## config.mk

```make
export PLATFORM = sky130hd
export DESIGN_NAME = mecobo_top
export DESIGN_NICKNAME = d
export VERILOG_FILES = /design/src/source/mecobo_pkg.sv /design/src/source/reg_bus_if.sv /design/src/source/host_bus_bridge.sv /design/src/source/pin_control.sv /design/src/source/dac_control.sv /design/src/source/mecobo_top.sv
export VERILOG_INCLUDE_DIRS = /design/src /design/src/include
export SDC_FILE = /design/constraint.sdc
export NUM_CORES = 1
export LEC_CHECK = 0
export BUFFER_PORTS_ARGS = -buffer_cell sky130_fd_sc_hd__buf_2
export CAP_MARGIN = 0
export CORE_MARGIN = 2
export CORE_UTILIZATION = 55
export CTS_CLUSTER_DIAMETER = 50
export DETAILED_ROUTE_END_ITERATION = 10
export PLACE_DENSITY = 0.72
export SYNTH_ARGS = -nofsm -noshare
export SYNTH_HDL_FRONTEND = slang
export SYNTH_HIERARCHICAL = 1
export SYNTH_SLANG_ARGS = --single-unit
```

## constraint.sdc

```tcl
create_clock -name sys_clk -period 6.2 [get_ports sys_clk]
set_clock_uncertainty 0.1 [all_clocks]
set_input_delay 0.62 -clock sys_clk [delete_from_list [all_inputs] [get_ports sys_clk]]
set_output_delay 0.62 -clock sys_clk [all_outputs]
set_load 0.005 [all_outputs]
```

## src/include/mecobo_macros.svh

```systemverilog
`ifndef MECOBO_MACROS_SVH
`define MECOBO_MACROS_SVH

// pin controllers on the board
`define NUM_PINS 4

// internal word address width, low bits of the host address
`define ADDR_W 16

// pin register block, PIN_STRIDE words per pin
`define PIN_BASE 16'h0032
`define PIN_STRIDE 4
`define PIN_MODE 0
`define PIN_PERIOD 1
`define PIN_HIGH_TICKS 2
`define PIN_CUR_TICK 3

// dac registers
`define DAC_BASE 16'h0100
`define DAC_DATA 0
`define DAC_STATUS 1

`endif

```

## src/source/mecobo_pkg.sv

```systemverilog
package mecobo_pkg;

  // output waveform per pin
  typedef enum logic [1:0] {
    PIN_OFF    = 2'd0,
    PIN_SQUARE = 2'd1,
    PIN_PWM    = 2'd2,
    PIN_HIGH   = 2'd3
  } pin_mode_e;

  // field layout of the MODE word, mode in the low bits
  typedef struct packed {
    logic [12:0] reserved;
    logic        invert;
    pin_mode_e   mode;
  } pin_mode_fields_t;

  // MODE register as the bus writes it, or split into fields
  typedef union packed {
    logic [15:0]      raw;
    pin_mode_fields_t f;
  } pin_mode_u;

  // serial dac transfer phases
  typedef enum logic [1:0] {
    DAC_IDLE  = 2'd0,
    DAC_SHIFT = 2'd1,
    DAC_LOAD  = 2'd2
  } dac_state_e;

endpackage

```

## src/source/reg_bus_if.sv

```systemverilog
`timescale 1ns/1ns
`include "mecobo_macros.svh"

// single-cycle register access from the host bridge to the targets
interface reg_bus_if;
  logic                wr;
  logic                rd;
  logic [`ADDR_W-1:0]  addr;
  logic [15:0]         wdata;

  modport host (
    output wr,
    output rd,
    output addr,
    output wdata
  );

  modport target (
    input wr,
    input rd,
    input addr,
    input wdata
  );

endinterface

```

## src/source/host_bus_bridge.sv

```systemverilog
`timescale 1ns/1ns
`include "mecobo_macros.svh"

module host_bus_bridge (
  input  logic                       sys_clk,
  input  logic                       reset,
  input  logic                       cs_n,
  input  logic                       wr_n,
  input  logic                       rd_n,
  input  logic [18:0]                addr,
  input  logic [15:0]                data_in,
  output logic [15:0]                data_out,
  output logic                       data_oe,
  reg_bus_if.host                    bus,
  input  logic [`NUM_PINS:0][15:0]   rdata
);

  // strobes as active high, bit order cs, wr, rd
  logic [2:0]  strb_s1;
  logic [2:0]  strb_s2;
  logic        wr_act;
  logic        rd_act;
  logic        wr_act_q;
  logic        rd_act_q;
  logic        wr_rise;
  logic        rd_rise;
  logic        rd_pend;
  logic [15:0] rdata_or;

  assign wr_act  = strb_s2[2] & strb_s2[1];
  assign rd_act  = strb_s2[2] & strb_s2[0];
  assign wr_rise = wr_act & ~wr_act_q;
  assign rd_rise = rd_act & ~rd_act_q;

  // drive the data pins for as long as the host holds the read
  assign data_oe = rd_act;

  always_ff @(posedge sys_clk) begin
    if (reset) begin
      strb_s1  <= '0;
      strb_s2  <= '0;
      wr_act_q <= 1'b0;
      rd_act_q <= 1'b0;
      bus.wr   <= 1'b0;
      bus.rd   <= 1'b0;
      rd_pend  <= 1'b0;
    end else begin
      strb_s1  <= ~{cs_n, wr_n, rd_n};
      strb_s2  <= strb_s1;
      wr_act_q <= wr_act;
      rd_act_q <= rd_act;
      bus.wr   <= wr_rise;
      bus.rd   <= rd_rise;
      // targets answer one cycle after the read pulse
      rd_pend  <= bus.rd;
    end
  end

  // address and data are stable while the strobe is held
  always_ff @(posedge sys_clk) begin
    if (wr_rise || rd_rise) begin
      bus.addr  <= addr[`ADDR_W-1:0];
      bus.wdata <= data_in;
    end
  end

  // unaddressed targets return zero
  always_comb begin
    rdata_or = '0;
    for (int i = 0; i <= `NUM_PINS; i++) begin
      rdata_or = rdata_or | rdata[i];
    end
  end

  // held until the next read completes
  always_ff @(posedge sys_clk) begin
    if (rd_pend) begin
      data_out <= rdata_or;
    end
  end

endmodule

```

## src/source/pin_control.sv

```systemverilog
`timescale 1ns/1ns
`include "mecobo_macros.svh"

module pin_control #(
  parameter int POSITION = 0
) (
  input  logic        sys_clk,
  input  logic        reset,
  reg_bus_if.target   bus,
  output logic [15:0] rdata,
  output logic        pin
);

  import mecobo_pkg::*;

  localparam int unsigned BASE_ADDR = `PIN_BASE + POSITION * `PIN_STRIDE;

  logic [`ADDR_W-1:0] rel;
  logic               hit;
  logic [1:0]         offset;

  pin_mode_u   mode_q;
  logic [15:0] period_q;
  logic [15:0] high_q;
  logic [15:0] tick_q;
  logic        level;

  // word offset inside this pin's block
  assign rel    = bus.addr - BASE_ADDR[`ADDR_W-1:0];
  assign hit    = (rel < `PIN_STRIDE);
  assign offset = rel[1:0];

  always_ff @(posedge sys_clk) begin
    if (reset) begin
      mode_q.raw <= '0;
      period_q   <= '0;
      high_q     <= '0;
    end else if (bus.wr && hit) begin
      case (offset)
        `PIN_MODE:       mode_q.raw <= bus.wdata;
        `PIN_PERIOD:     period_q   <= bus.wdata;
        `PIN_HIGH_TICKS: high_q     <= bus.wdata;
        // current tick is read only
        default: ;
      endcase
    end
  end

  // tick counter, zero period parks it at 0
  always_ff @(posedge sys_clk) begin
    if (reset) begin
      tick_q <= '0;
    end else if (period_q == '0 || tick_q >= period_q - 16'd1) begin
      tick_q <= '0;
    end else begin
      tick_q <= tick_q + 16'd1;
    end
  end

  // waveform level for the current tick
  always_comb begin
    case (mode_q.f.mode)
      PIN_SQUARE: level = (tick_q < (period_q >> 1));
      PIN_PWM:    level = (tick_q < high_q);
      PIN_HIGH:   level = 1'b1;
      default:    level = 1'b0;
    endcase
  end

  // pin lags the counter by one cycle
  always_ff @(posedge sys_clk) begin
    if (reset) begin
      pin <= 1'b0;
    end else begin
      pin <= level ^ mode_q.f.invert;
    end
  end

  // read word, zero when another target is addressed
  always_ff @(posedge sys_clk) begin
    if (bus.rd) begin
      if (!hit) begin
        rdata <= '0;
      end else begin
        case (offset)
          `PIN_MODE:       rdata <= mode_q.raw;
          `PIN_PERIOD:     rdata <= period_q;
          `PIN_HIGH_TICKS: rdata <= high_q;
          default:         rdata <= tick_q;
        endcase
      end
    end
  end

endmodule

```

## src/source/dac_control.sv

```systemverilog
`timescale 1ns/1ns
`include "mecobo_macros.svh"

module dac_control (
  input  logic        sys_clk,
  input  logic        reset,
  reg_bus_if.target   bus,
  output logic [15:0] rdata,
  output logic        sclk,
  output logic        sync_n,
  output logic        ldac_n,
  output logic        din
);

  import mecobo_pkg::*;

  dac_state_e  state;
  logic [15:0] data_q;
  logic [3:0]  bit_cnt;
  logic        phase;
  logic        busy;
  logic        data_sel;
  logic        status_sel;

  assign data_sel   = (bus.addr == `DAC_BASE + `DAC_DATA);
  assign status_sel = (bus.addr == `DAC_BASE + `DAC_STATUS);
  assign busy       = (state != DAC_IDLE);

  always_ff @(posedge sys_clk) begin
    if (reset) begin
      state   <= DAC_IDLE;
      bit_cnt <= '0;
      phase   <= 1'b0;
      sclk    <= 1'b0;
      sync_n  <= 1'b1;
      ldac_n  <= 1'b1;
      din     <= 1'b0;
    end else begin
      case (state)
        DAC_IDLE: begin
          // writes while busy never reach this branch
          if (bus.wr && data_sel) begin
            state   <= DAC_SHIFT;
            bit_cnt <= 4'd15;
            phase   <= 1'b0;
            sclk    <= 1'b1;
            sync_n  <= 1'b0;
            din     <= bus.wdata[15];
          end
        end
        DAC_SHIFT: begin
          if (!phase) begin
            // falling edge, dac samples din here
            sclk  <= 1'b0;
            phase <= 1'b1;
          end else if (bit_cnt == 4'd0) begin
            state  <= DAC_LOAD;
            sync_n <= 1'b1;
            ldac_n <= 1'b0;
          end else begin
            bit_cnt <= bit_cnt - 4'd1;
            phase   <= 1'b0;
            sclk    <= 1'b1;
            din     <= data_q[bit_cnt - 4'd1];
          end
        end
        default: begin
          // single ldac strobe then back to idle
          ldac_n <= 1'b1;
          state  <= DAC_IDLE;
        end
      endcase
    end
  end

  // last accepted word, also the shift source
  always_ff @(posedge sys_clk) begin
    if (bus.wr && data_sel && !busy) begin
      data_q <= bus.wdata;
    end
  end

  always_ff @(posedge sys_clk) begin
    if (bus.rd) begin
      if (data_sel) begin
        rdata <= data_q;
      end else if (status_sel) begin
        rdata <= {15'b0, busy};
      end else begin
        rdata <= '0;
      end
    end
  end

endmodule

```

## src/source/mecobo_top.sv

```systemverilog
`timescale 1ns/1ns
`include "mecobo_macros.svh"

module mecobo_top (
  input  logic                 sys_clk,
  input  logic                 reset,
  input  logic                 ebi_cs_n,
  input  logic                 ebi_wr_n,
  input  logic                 ebi_rd_n,
  input  logic [18:0]          ebi_addr,
  input  logic [15:0]          ebi_data_in,
  output logic [15:0]          ebi_data_out,
  output logic                 ebi_data_oe,
  output logic                 fpga_ready,
  output logic [`NUM_PINS-1:0] pin,
  output logic                 dac_sclk,
  output logic                 dac_sync_n,
  output logic                 dac_ldac_n,
  output logic                 dac_din
);

  // one read word per pin, dac word on top
  logic [`NUM_PINS:0][15:0] rdata;

  reg_bus_if reg_bus ();

  assign fpga_ready = 1'b1;

  host_bus_bridge u_bridge (
    .sys_clk  (sys_clk),
    .reset    (reset),
    .cs_n     (ebi_cs_n),
    .wr_n     (ebi_wr_n),
    .rd_n     (ebi_rd_n),
    .addr     (ebi_addr),
    .data_in  (ebi_data_in),
    .data_out (ebi_data_out),
    .data_oe  (ebi_data_oe),
    .bus      (reg_bus),
    .rdata    (rdata)
  );

  for (genvar i = 0; i < `NUM_PINS; i++) begin : g_pin
    pin_control #(.POSITION(i)) u_pin (
      .sys_clk (sys_clk),
      .reset   (reset),
      .bus     (reg_bus),
      .rdata   (rdata[i]),
      .pin     (pin[i])
    );
  end

  dac_control u_dac (
    .sys_clk (sys_clk),
    .reset   (reset),
    .bus     (reg_bus),
    .rdata   (rdata[`NUM_PINS]),
    .sclk    (dac_sclk),
    .sync_n  (dac_sync_n),
    .ldac_n  (dac_ldac_n),
    .din     (dac_din)
  );

endmodule

```

==> impl_results.md <==
- Run status: finished, final reports clean
- Gr ovfl total: 0
- Cells after Synth: around 2300
- Fin Setup TNS: 0 ps
- HPWL after DPL: ~42000 µm
- Hold Path Cell Cnt: 2
- Register area share after synthesis: 41.4%
- Slew Viols, Final: 0
- Worst hold start: ebi_cs_n
- First-pass GRT wire length: 93900 µm
- WS Path Type: reg2reg
- Mapped Area: 24100 µm²
- Post-synth EDFFs: ~140
- Sequential cell area: 9970 µm²
- Port bufs: 61
- Worst R2R Start: g_pin[1].u_pin/period_q[1]
- Pwr Total: 5.89 mW
- CTS tree: built
- # nets final: 2549
- Min-Delay Path Class: in2reg
- RSZ-0062 raised after global routing: false
- Data required time at the worst endpoint: 6520 ps
- Std cell rows: 76
- Initial detailed-routing violation count: about 1400
- Initial antenna violation count: 0
- Hold Fails Final Rpt: 0
- Antenna diodes: 0
- Largest net degree at the start of global routing: 83
- Crit path DAT: 4480 ps
- Reg2Reg Depth: 10
- Clk slew on worst S/H paths: 60 ps
- Post-route ant nets: 0
- Reg2reg end: g_pin[1].u_pin/tick_q[1]
- Maxcap violations: 0
- CTS root buf: clkbuf_16
- Most common cell after layout, fill and taps aside: dfxtp_1
- Netlist cell types: 98
- Clock tree buffer depth: 3
- Clock sinks: between 400 and 500
- CP Launch Type: flip-flop
- Leakage: around 11 nW
- Async SR Flop Fraction: 0%
- IO Count: 66
- Die W: 213 µm
- Most frequent cells in the layout: dfxtp_1, nor2_1, mux2i_1, ha_1, inv_1
- Vias in the first global route: 17071
- Max_slew headroom: around 18%
- Yosys warns: 6
- Synth Area per Inst: between 10 and 15 µm²
- Least-Margin Pin Slew: 1230 ps
- GRT Total Usage: 26.7%
- Hold Crit Endpoint: u_bridge/strb_s1[2]
- Final cycle utilization of the critical path: 67.2%
- FMAX: roughly 0.24 GHz
- DR WL/cell: 20.2 µm
- Crit Path Max Fanout: 16
- Starting density of the core: 55.8%
- Setup Fix Bufs, Post-CTS: 0
- Syn nets: 2499
- CTS resizes: 0
- Vias: 17253
- Share of cells above drive strength 1: 12.1%
- Final Wtd Congestion: 0.880
- PwrDens: 223 nW/µm²
- Maximum vdd drop: roughly 0.19 mV
- Residual DRC: 0
- Core outline area: about 43000 µm²
- Prevailing post-synth register cell: dfxtp_1
- Setup crit end kind: flip-flop
- Hold-fix buffers at CTS: 0
- R2r setup slk: between 2000 and 2500 ps
- Filler cells: 3574
- Area growth from synthesis to layout: 9.74%
- Yosys reg bits: between 400 and 500
- Htree depth: 2
- Routed wire length: 59400 µm
- Clock latency on the worst-skew pair: 590 ps
- Vias/cell: 5.86
- Total die area: 45500 µm²
- Die Ht: 213 µm
- CTS Buf Count: 50
- # setup viols final: 0
- Final min period: 4160 ps
- Drt first pass iters: 5
- Multi-input gate area: between 10000 and 15000 µm²
-- state kept, by name (all words and copies together), names as in the netlist, 4 cells and up --
name                  cells
g_pin.u_pin/high_q       64
g_pin.u_pin/mode_q       64
g_pin.u_pin/period_q     64
g_pin.u_pin/rdata        64
g_pin.u_pin/tick_q       64
u_bridge/bus.addr        16
u_bridge/bus.wdata       16
u_bridge/data_out        16
u_dac/data_q             16
u_dac/rdata              16
g_pin.u_pin/pin           4
u_dac/bit_cnt             4
-- cell families after synthesis --
kind of cell             count (synthesis)  synth area share (%)
AND/OR/NAND/NOR                        832                  19.1
flip-flops                             426                  41.4
other                                    1                0.0156
buffers and inverters                  222                  4.20
multiplexers                           267                  14.7
XOR/XNOR                               116                  4.25
AO/OA/AOI/OAI                          209                  6.34
adder cells (fa/ha/maj)                193                  10.0
-- layout make-up --
| class | instances | area share [%] |
|---|---|---|
| Tap cell | 585 | 2.77 |
| Timing Repair Buffer | 71 | 1.46 |
| Clock buffer | 61 | 5.13 |
| Clock inverter | 32 | 1.12 |
| Inverter | 149 | 2.13 |
| Sequential cell | 426 | 37.7 |
| Multi-Input combinational cell | 1618 | 49.7 |
-- where the power goes --
| part | internal, mW | leakage, nW | switching [mW] |
|---|---|---|---|
| Clock | 1.70 | 0.794 | 1.22 |
| Sequential | 2.88 | 3.55 | 0.0145 |
| Combinational | 0.0338 | 6.47 | 0.0469 |
-- critical path, cell delays in order, from the launching register on --
cell and delay [ps]:
dfxtp_1 350, nor3_1 370, nand4_1 210, nor4_1 640, nand3_1 200, xnor2_1 180, ha_1 300, nand4_1 160
or3_1 410, a21oi_1 950, nor3b_1 120
-- cells in the mapped netlist, drive strengths merged, types with 44 or more instances --
master  count  area share, %
mux4       68            6.4
a21oi      44            1.0
nor2b      70            2.0
nor3       78            1.7
inv       148            2.3
nand3      59            1.4
edfxtp    144             18
mux2i     198            8.2
ha        193             10
dfxtp     282             23
xnor2      74            2.7
nor2      235            3.7
nand2      78            1.2
nand2b    145            3.8
-- worst max-delay path by stage --
stage                                            to                  startpoint
after global routing      g_pin[1].u_pin/tick_q[13]  g_pin[1].u_pin/period_q[0]
final                      g_pin[1].u_pin/tick_q[1]  g_pin[1].u_pin/period_q[1]
after floorplan           g_pin[0].u_pin/high_q[10]        u_bridge/bus.addr[1]
after CTS                  g_pin[1].u_pin/tick_q[1]  g_pin[1].u_pin/period_q[0]
after detailed placement   g_pin[1].u_pin/tick_q[1]  g_pin[1].u_pin/period_q[1]
after global placement     g_pin[1].u_pin/tick_q[1]  g_pin[1].u_pin/period_q[0]
-- through the flow --
step                hold slack [ps]  std cells  setup slack [ps]  utilization (%)  instance area (µm²)
finish                         83.4       2942              2040             61.3                26400
global route                   68.6       2942              1640             61.3                26400
CTS                            61.3       2942              2010             61.3                26400
detailed placement              318       2849              2070             57.4                24800
global placement                307       2849              2230             57.4                24800
floorplan                       301       2266              2830                -                24100
-- per-layer routing --
metal  routed length (µm)  global-route usage [%]
met4                 1580                    8.48
met3                 2960                    4.18
met2                29000                    45.3
met1                25800                    35.0
met5                    0                       0
Power figures use the tool's default switching activity.
